### config.mk
export PLATFORM = sky130hd
export DESIGN_NAME = biquad_top
export DESIGN_NICKNAME = d
export VERILOG_FILES = /design/src/hdl/q_arith_pkg.sv /design/src/hdl/biquad_pkg.sv /design/src/hdl/biquad_delay_line.sv /design/src/hdl/biquad_sequencer.sv /design/src/hdl/biquad_top.sv /design/src/hdl/nq_accumulator.sv /design/src/hdl/nq_multiplier.sv
export SDC_FILE = /design/constraint.sdc
export NUM_CORES = 1
export LEC_CHECK = 0
export BUFFER_PORTS_ARGS = -buffer_cell sky130_fd_sc_hd__buf_2
export CAP_MARGIN = 15
export CORE_ASPECT_RATIO = 0.7
export CORE_UTILIZATION = 55
export CTS_CLUSTER_SIZE = 24
export DETAILED_ROUTE_END_ITERATION = 16
export HOLD_SLACK_MARGIN = 0.08
export PLACE_DENSITY = 0.73
export SKIP_LAST_GASP = 1
export SYNTH_ARGS = -nofsm -noshare
export SYNTH_HDL_FRONTEND = slang
export SYNTH_SLANG_ARGS = --single-unit
### constraint.sdc
create_clock -name clk -period 22.9 [get_ports clk]
set_clock_uncertainty 0.1 [all_clocks]
set_input_delay 4.58 -clock clk [delete_from_list [all_inputs] [get_ports clk]]
set_output_delay 4.58 -clock clk [all_outputs]
set_load 0.01 [all_outputs]
### src/hdl/q_arith_pkg.sv
// Q-format arithmetic types
package q_arith_pkg;

  //////////////////////////////
  // Word format
  //////////////////////////////

  // Width of every sample, coefficient and accumulator word
  parameter int WORD_BITS = 16;

  // One signed fixed-point word
  // The binary point position is set by the Q_BITS parameter of the users
  typedef logic signed [WORD_BITS-1:0] q_word_t;

  //////////////////////////////
  // Arithmetic result
  //////////////////////////////

  // Value of an arithmetic block together with its overflow flag
  // The multiplier and the accumulator both produce this
  typedef struct packed {
    // Truncated or wrapped result word
    q_word_t value;
    // High when the value does not represent the exact result
    logic    overflow;
  } q_result_t;

endpackage

### src/hdl/biquad_pkg.sv
// Biquad filter section types
package biquad_pkg;

  //////////////////////////////
  // Coefficients
  //////////////////////////////

  // Full coefficient set of one section that is loaded in a single write
  // b0 sits in the top word, a2 in the bottom word
  typedef struct packed {
    q_arith_pkg::q_word_t b0;
    q_arith_pkg::q_word_t b1;
    q_arith_pkg::q_word_t b2;
    q_arith_pkg::q_word_t a1;
    q_arith_pkg::q_word_t a2;
  } biquad_coef_t;

  //////////////////////////////
  // Control encodings
  //////////////////////////////

  // Tap under evaluation that selects the history word and its coefficient
  typedef enum logic [2:0] {
    TAP_X  = 3'd0,
    TAP_X1 = 3'd1,
    TAP_X2 = 3'd2,
    TAP_Y1 = 3'd3,
    TAP_Y2 = 3'd4
  } tap_sel_t;

  // Accumulator opcodes
  typedef enum logic [1:0] {
    ACC_HOLD = 2'd0,
    ACC_LOAD = 2'd1,
    ACC_ADD  = 2'd2,
    ACC_SUB  = 2'd3
  } acc_op_t;

  // Sequencer states
  typedef enum logic [1:0] {
    S_IDLE  = 2'd0,
    S_ISSUE = 2'd1,
    S_DRAIN = 2'd2,
    S_DONE  = 2'd3
  } seq_state_t;

endpackage

### src/hdl/biquad_delay_line.sv
// Biquad sample history
module biquad_delay_line (
  input  logic                 clk,
  input  logic                 rst_n,
  input  q_arith_pkg::q_word_t x,
  input  q_arith_pkg::q_word_t y,
  input  logic                 shift,
  input  logic                 sample_load,
  input  biquad_pkg::tap_sel_t tap,
  output q_arith_pkg::q_word_t operand
);

  // Sample under evaluation
  q_arith_pkg::q_word_t x0;

  // Input history
  q_arith_pkg::q_word_t x1;
  q_arith_pkg::q_word_t x2;

  // Output history
  q_arith_pkg::q_word_t y1;
  q_arith_pkg::q_word_t y2;

  //////////////////////////////
  // History registers
  //////////////////////////////

  always_ff @(posedge clk) begin
    if (!rst_n) begin
      x0 <= '0;
      x1 <= '0;
      x2 <= '0;
      y1 <= '0;
      y2 <= '0;
    end else begin
      // The sample is captured when the sequencer accepts it
      if (sample_load) begin
        x0 <= x;
      end
      // On a finished result both histories move one step
      if (shift) begin
        x1 <= x0;
        x2 <= x1;
        y1 <= y;
        y2 <= y1;
      end
    end
  end

  // Operand for the tap that is being issued
  always_comb begin
    case (tap)
      biquad_pkg::TAP_X:  operand = x0;
      biquad_pkg::TAP_X1: operand = x1;
      biquad_pkg::TAP_X2: operand = x2;
      biquad_pkg::TAP_Y1: operand = y1;
      biquad_pkg::TAP_Y2: operand = y2;
      default:            operand = '0;
    endcase
  end

endmodule

### src/hdl/biquad_sequencer.sv
// Biquad tap sequencer
module biquad_sequencer (
  input  logic                 clk,
  input  logic                 rst_n,
  input  logic                 x_valid,
  output biquad_pkg::tap_sel_t tap,
  output biquad_pkg::acc_op_t  acc_op,
  output logic                 shift,
  output logic                 sample_load,
  output logic                 busy,
  output logic                 y_valid
);

  // FSM state
  biquad_pkg::seq_state_t state;
  biquad_pkg::seq_state_t state_next;

  // Tap being issued to the multiplier
  biquad_pkg::tap_sel_t   tap_q;
  biquad_pkg::tap_sel_t   tap_next;

  // Opcode for the product that arrives in the next cycle
  biquad_pkg::acc_op_t    op_q;

  // Tap order X, X1, X2, Y1, Y2
  function automatic biquad_pkg::tap_sel_t next_tap(input biquad_pkg::tap_sel_t t);
    case (t)
      biquad_pkg::TAP_X:  next_tap = biquad_pkg::TAP_X1;
      biquad_pkg::TAP_X1: next_tap = biquad_pkg::TAP_X2;
      biquad_pkg::TAP_X2: next_tap = biquad_pkg::TAP_Y1;
      biquad_pkg::TAP_Y1: next_tap = biquad_pkg::TAP_Y2;
      default:            next_tap = biquad_pkg::TAP_X;
    endcase
  endfunction

  // The first product starts the sum, feed-forward taps add and feedback taps subtract
  function automatic biquad_pkg::acc_op_t tap_op(input biquad_pkg::tap_sel_t t);
    case (t)
      biquad_pkg::TAP_X:  tap_op = biquad_pkg::ACC_LOAD;
      biquad_pkg::TAP_X1: tap_op = biquad_pkg::ACC_ADD;
      biquad_pkg::TAP_X2: tap_op = biquad_pkg::ACC_ADD;
      biquad_pkg::TAP_Y1: tap_op = biquad_pkg::ACC_SUB;
      biquad_pkg::TAP_Y2: tap_op = biquad_pkg::ACC_SUB;
      default:            tap_op = biquad_pkg::ACC_HOLD;
    endcase
  endfunction

  //////////////////////////////
  // Next state
  //////////////////////////////

  always_comb begin
    state_next = state;
    tap_next   = tap_q;
    case (state)
      biquad_pkg::S_IDLE: begin
        if (x_valid) begin
          state_next = biquad_pkg::S_ISSUE;
          tap_next   = biquad_pkg::TAP_X;
        end
      end
      biquad_pkg::S_ISSUE: begin
        // Five taps are issued, one per cycle
        if (tap_q == biquad_pkg::TAP_Y2) begin
          state_next = biquad_pkg::S_DRAIN;
        end else begin
          tap_next = next_tap(tap_q);
        end
      end
      biquad_pkg::S_DRAIN: begin
        // Last product is accumulated here
        state_next = biquad_pkg::S_DONE;
      end
      biquad_pkg::S_DONE: begin
        state_next = biquad_pkg::S_IDLE;
        tap_next   = biquad_pkg::TAP_X;
      end
      default: begin
        state_next = biquad_pkg::S_IDLE;
        tap_next   = biquad_pkg::TAP_X;
      end
    endcase
  end

  always_ff @(posedge clk) begin
    if (!rst_n) begin
      state <= biquad_pkg::S_IDLE;
      tap_q <= biquad_pkg::TAP_X;
      op_q  <= biquad_pkg::ACC_HOLD;
    end else begin
      state <= state_next;
      tap_q <= tap_next;
      // Opcodes trail the taps by the multiplier latency
      op_q  <= (state == biquad_pkg::S_ISSUE) ? tap_op(tap_q) : biquad_pkg::ACC_HOLD;
    end
  end

  //////////////////////////////
  // Outputs
  //////////////////////////////

  assign tap         = tap_q;
  assign acc_op      = op_q;
  assign sample_load = (state == biquad_pkg::S_IDLE) && x_valid;
  assign busy        = (state != biquad_pkg::S_IDLE);

  // The result is complete and the history advances in the same cycle
  assign y_valid     = (state == biquad_pkg::S_DONE);
  assign shift       = (state == biquad_pkg::S_DONE);

endmodule

### src/hdl/biquad_top.sv
// Biquad filter section
module biquad_top #(
  // Fractional bits of samples and coefficients
  parameter int Q_BITS = 14
) (
  input  logic                     clk,
  input  logic                     rst_n,
  input  logic                     coef_wr,
  input  biquad_pkg::biquad_coef_t coef,
  input  logic                     x_valid,
  input  q_arith_pkg::q_word_t     x,
  output q_arith_pkg::q_word_t     y,
  output logic                     y_valid,
  output logic                     overflow,
  output logic                     busy
);

  // Active coefficient set
  biquad_pkg::biquad_coef_t coef_q;

  // Sequencer controls
  biquad_pkg::tap_sel_t     tap;
  biquad_pkg::acc_op_t      acc_op;
  logic                     shift;
  logic                     sample_load;

  // Datapath
  q_arith_pkg::q_word_t     operand;
  q_arith_pkg::q_word_t     coef_sel;
  q_arith_pkg::q_result_t   product;
  q_arith_pkg::q_result_t   acc;

  //////////////////////////////
  // Coefficients
  //////////////////////////////

  // A write lands at once, even in the middle of a computation
  always_ff @(posedge clk) begin
    if (!rst_n) begin
      coef_q <= '0;
    end else if (coef_wr) begin
      coef_q <= coef;
    end
  end

  // Coefficient for the issued tap
  always_comb begin
    case (tap)
      biquad_pkg::TAP_X:  coef_sel = coef_q.b0;
      biquad_pkg::TAP_X1: coef_sel = coef_q.b1;
      biquad_pkg::TAP_X2: coef_sel = coef_q.b2;
      biquad_pkg::TAP_Y1: coef_sel = coef_q.a1;
      biquad_pkg::TAP_Y2: coef_sel = coef_q.a2;
      default:            coef_sel = '0;
    endcase
  end

  //////////////////////////////
  // Blocks
  //////////////////////////////

  biquad_sequencer seq_i (
    .clk         (clk),
    .rst_n       (rst_n),
    .x_valid     (x_valid),
    .tap         (tap),
    .acc_op      (acc_op),
    .shift       (shift),
    .sample_load (sample_load),
    .busy        (busy),
    .y_valid     (y_valid)
  );

  // History is fed back from the accumulator value
  biquad_delay_line delay_i (
    .clk         (clk),
    .rst_n       (rst_n),
    .x           (x),
    .y           (acc.value),
    .shift       (shift),
    .sample_load (sample_load),
    .tap         (tap),
    .operand     (operand)
  );

  nq_multiplier #(
    .Q_BITS (Q_BITS)
  ) mult_i (
    .clk          (clk),
    .rst_n        (rst_n),
    .multiplicand (operand),
    .multiplier   (coef_sel),
    .product      (product)
  );

  nq_accumulator acc_i (
    .clk     (clk),
    .rst_n   (rst_n),
    .op      (acc_op),
    .product (product),
    .acc     (acc)
  );

  // The accumulator keeps the last result until the next load
  assign y        = acc.value;
  assign overflow = acc.overflow;

endmodule

### src/hdl/nq_accumulator.sv
// Q-word accumulator with sticky overflow
module nq_accumulator (
  input  logic                   clk,
  input  logic                   rst_n,
  input  biquad_pkg::acc_op_t    op,
  input  q_arith_pkg::q_result_t product,
  output q_arith_pkg::q_result_t acc
);

  // Wrapped sum and difference of the running value and the product
  q_arith_pkg::q_word_t sum;
  q_arith_pkg::q_word_t diff;

  // Signed overflow of the add and of the subtract
  logic                 add_ovf;
  logic                 sub_ovf;

  // Sign bits of the operands and of the results
  logic                 acc_sign;
  logic                 prod_sign;

  assign acc_sign  = acc.value[q_arith_pkg::WORD_BITS-1];
  assign prod_sign = product.value[q_arith_pkg::WORD_BITS-1];

  // Two's-complement wrap-around at the word width
  assign sum  = acc.value + product.value;
  assign diff = acc.value - product.value;

  // Adding two words of equal sign must not flip the sign
  assign add_ovf = (acc_sign == prod_sign) &&
                   (sum[q_arith_pkg::WORD_BITS-1] != acc_sign);

  // Subtracting a word of opposite sign must not flip the sign of the minuend
  assign sub_ovf = (acc_sign != prod_sign) &&
                   (diff[q_arith_pkg::WORD_BITS-1] != acc_sign);

  //////////////////////////////
  // Running value
  //////////////////////////////

  always_ff @(posedge clk) begin
    if (!rst_n) begin
      acc <= '0;
    end else begin
      case (op)
        biquad_pkg::ACC_LOAD: begin
          // A load starts a new sum and clears the sticky flag
          acc.value    <= product.value;
          acc.overflow <= product.overflow;
        end
        biquad_pkg::ACC_ADD: begin
          acc.value    <= sum;
          acc.overflow <= acc.overflow | product.overflow | add_ovf;
        end
        biquad_pkg::ACC_SUB: begin
          acc.value    <= diff;
          acc.overflow <= acc.overflow | product.overflow | sub_ovf;
        end
        default: begin
          // Hold keeps both value and flag
          acc <= acc;
        end
      endcase
    end
  end

endmodule

### src/hdl/nq_multiplier.sv
// Registered Q-format multiplier
module nq_multiplier #(
  // Number of fractional bits, must be below the word width
  parameter int Q_BITS = 14
) (
  input  logic                   clk,
  input  logic                   rst_n,
  input  q_arith_pkg::q_word_t   multiplicand,
  input  q_arith_pkg::q_word_t   multiplier,
  output q_arith_pkg::q_result_t product
);

  localparam int W = q_arith_pkg::WORD_BITS;

  // Number of product bits that lie above the kept slice
  localparam int UPPER_BITS = W - Q_BITS;

  // Exact double-width signed product
  logic signed [2*W-1:0]   full_product;

  // Bits that are discarded above the kept word
  logic [UPPER_BITS-1:0]   upper_bits;

  // Overflow by the sign rule
  logic                    upper_ovf;

  // Both operands are signed, so the product is sign extended to 2*W bits
  assign full_product = multiplicand * multiplier;

  assign upper_bits = full_product[2*W-1 : W+Q_BITS];

  // Every discarded upper bit must repeat the sign of the exact product
  assign upper_ovf = (upper_bits != {UPPER_BITS{full_product[2*W-1]}});

  always_ff @(posedge clk) begin
    if (!rst_n) begin
      product <= '0;
    end else begin
      // Keep one word starting at the binary point, truncating the fraction
      product.value    <= full_product[W-1+Q_BITS : Q_BITS];
      product.overflow <= upper_ovf;
    end
  end

endmodule

==> metrics.csv <==
metric;value;unit
finalWirelength;51.4;mm
stdcell_area;20900;um2
synth_area_leaders;fa_1 27%, dfxtp_1 21%, mux2i_1 10%, ha_1 7.4%, nor2_1 7.0%;
cts_resized;0;
diodes;0;
max_slew_margin;23.3;%
drtIter0Drc;1297;
dp_hpwl;40.3;mm
drt_pass1_iterations;6;
regToRegSetupSlack;14.21;ns
ant_nets;0;
p_leak;9.73;nW
insertion_delay;0.52;ns
avgSynthCellArea;9.00;um2
start_util;56.6;%
synth_edf_count;0;
synth_cells;2131;
num_vias;15000;
final_util;61.6;%
required;23.18;ns
clkTransAtPathRegs;0.06;ns
layout_common_cells;358 x nor2_1, 332 x inv_1, 263 x fa_1;
cts_tree;yes;
period_needed;8.69;ns
die_y;158;um
hold_violations;0;
slowest_stage;buf_4;
synth_top_cell_area_share;27.4;%
grt_max_degree;112;
ys_ff_latch;201;
ys_seq_area_share;21.0;%
yosysTopAreaCell;fa_1;
placed_cell_area;20100;um2
finalWeightedCongestion;0.949;
syn_nets;2608;
cp-end-kind;flop;
timing.final.crit_share;37.9;%
drive_above_1_share;9.80;%
tns;0;ns
ys_types;69;
cp_data_arrival_time;8.97;ns
num_rows;56;
setup_violations;0;
synth_ff_type;dfxtp_1;
gr-total-overflow;0;
async_flop_share;0;%
antenna_found_initial;0;
cts-htree-levels;1;
io_pins;119;
yosysWarnings;0;
dieArea;35600;um2
min_path_type;flop to flop;
max_cap_viol_count;0;
critPathLaunchType;flop;
drc;0;
p_per_area;80.7;nW/um2
syn_to_final_growth;8.83;%
slew_violations;0;
cts-root-buf;clkbuf_16;
viasPerCell;5.62;
synthesis.area;19200;um2
crit_top_cell;fa_1;
tightest_slew;1.15;ns
status;finished clean;
cts_buffer_depth;3;
avgRoutedWirePerCell;19.2;um
nNetsFinal;2666;
ir_drop;49.7;uV
grt_usage;29.7;%
cts.sinks;201;
cts_buffers;22;
rsz0062_at_grt;no;
die_w;225;um
path_class;flop to flop;
max_freq;115;MHz
slowest_delay;0.76;ns
grt_pass1_wl;81.8;mm
core_area;33900;um2
grt_pass1_vias;15100;
cts_post_setup_buffers_inserted;0;
cp_max_fo;67;
holdBufCountCts;0;
portBuffers;118;
layout_commonest_cell;nor2_1;
-- area by class of cell --
class / count / area [um2]
well taps: 464 / 581
inverters: 334 / 1260
multi-input cells: 1490 / 13500
fillers: 2961 / 13000
repair buffers: 140 / 758
flip-flops and latches: 201 / 4030
clock buffers: 34 / 676
clock inverters: 6 / 68.8
-- cells by family after synthesis --
group	Yosys count	synth area share, %
xor+xnor	40	1.83
simple gates	620	13.5
compound gates	242	8.70
mux	211	11.4
fa+ha+maj	377	34.9
buf+inv	440	8.71
flops	201	21.0
-- synthesized netlist by cell type (31+ instances only) --
| master | instances |
|---|---|
| a211oi_1 | 31 |
| a21oi_1 | 70 |
| clkbuf_1 | 88 |
| dfxtp_1 | 201 |
| fa_1 | 263 |
| ha_1 | 114 |
| inv_1 | 332 |
| mux2i_1 | 199 |
| nand2_1 | 151 |
| nor2_1 | 358 |
| o22a_1 | 32 |
| xnor2_1 | 31 |
-- layer usage --
metal	wire length, um	track usage [%]	vias to the layer above
li1	-	-	6894
met1	23300	42.5	7410
met2	21800	44.8	617
met3	5150	7.97	69
met4	1070	6.61	0
met5	0	0	-
-- per-stage QoR --
step	hold WS, ns	total power [W]	worst slack [ns]	std cells
after detailed placement	0.380	0.00131	14.33	2628
after global placement	0.370	0.00129	14.51	2628
after CTS	0.390	0.00168	14.28	2668
after global routing	0.404	0.00181	13.77	2669
after floorplan	0.346	0.00106	14.84	2131
final	0.388	0.00169	14.21	2669
-- registers in the layout, indices dropped and copies added, names as in the netlist --
register and count:
seq_i.tap 3, delay_i.x1 16, mult_i.product 17, acc_i.acc 17, seq_i.state 2, seq_i.acc_op 2, delay_i.y1 16, coef_q 80
delay_i.x2 16, delay_i.x0 16, delay_i.y2 16
-- power by group --
part           internal [W]  total (W)  switching, W
clock network      0.000214   0.000361      0.000147
registers          0.000383   0.000424     0.0000409
logic              0.000351   0.000900      0.000550
-- critical path, delay by kind of cell (launching register included) --
family	cells	cell delay, ns
adders and majority gates	7	3.31
AOI/OAI and AO/OA	9	2.76
buffers and inverters	5	0.96
and+or+nand+nor	4	0.72
DFF	1	0.48
xor gates and xnor gates	1	0.17
-- worst paths after layout --
check                                          startpoint                            end  depth (start not counted)
worst max register to register  seq_i.tap[0]$_SDFFE_PN0P_  mult_i.product[12]$_SDFF_PN0_                         26
worst max-delay path            seq_i.tap[0]$_SDFFE_PN0P_  mult_i.product[12]$_SDFF_PN0_                         26
worst min-delay path              coef_q[23]$_SDFFE_PN0P_        coef_q[23]$_SDFFE_PN0P_                          2
worst min register to register    coef_q[23]$_SDFFE_PN0P_        coef_q[23]$_SDFFE_PN0P_                          2
No activity file was read; power rests on OpenSTA's default activity.
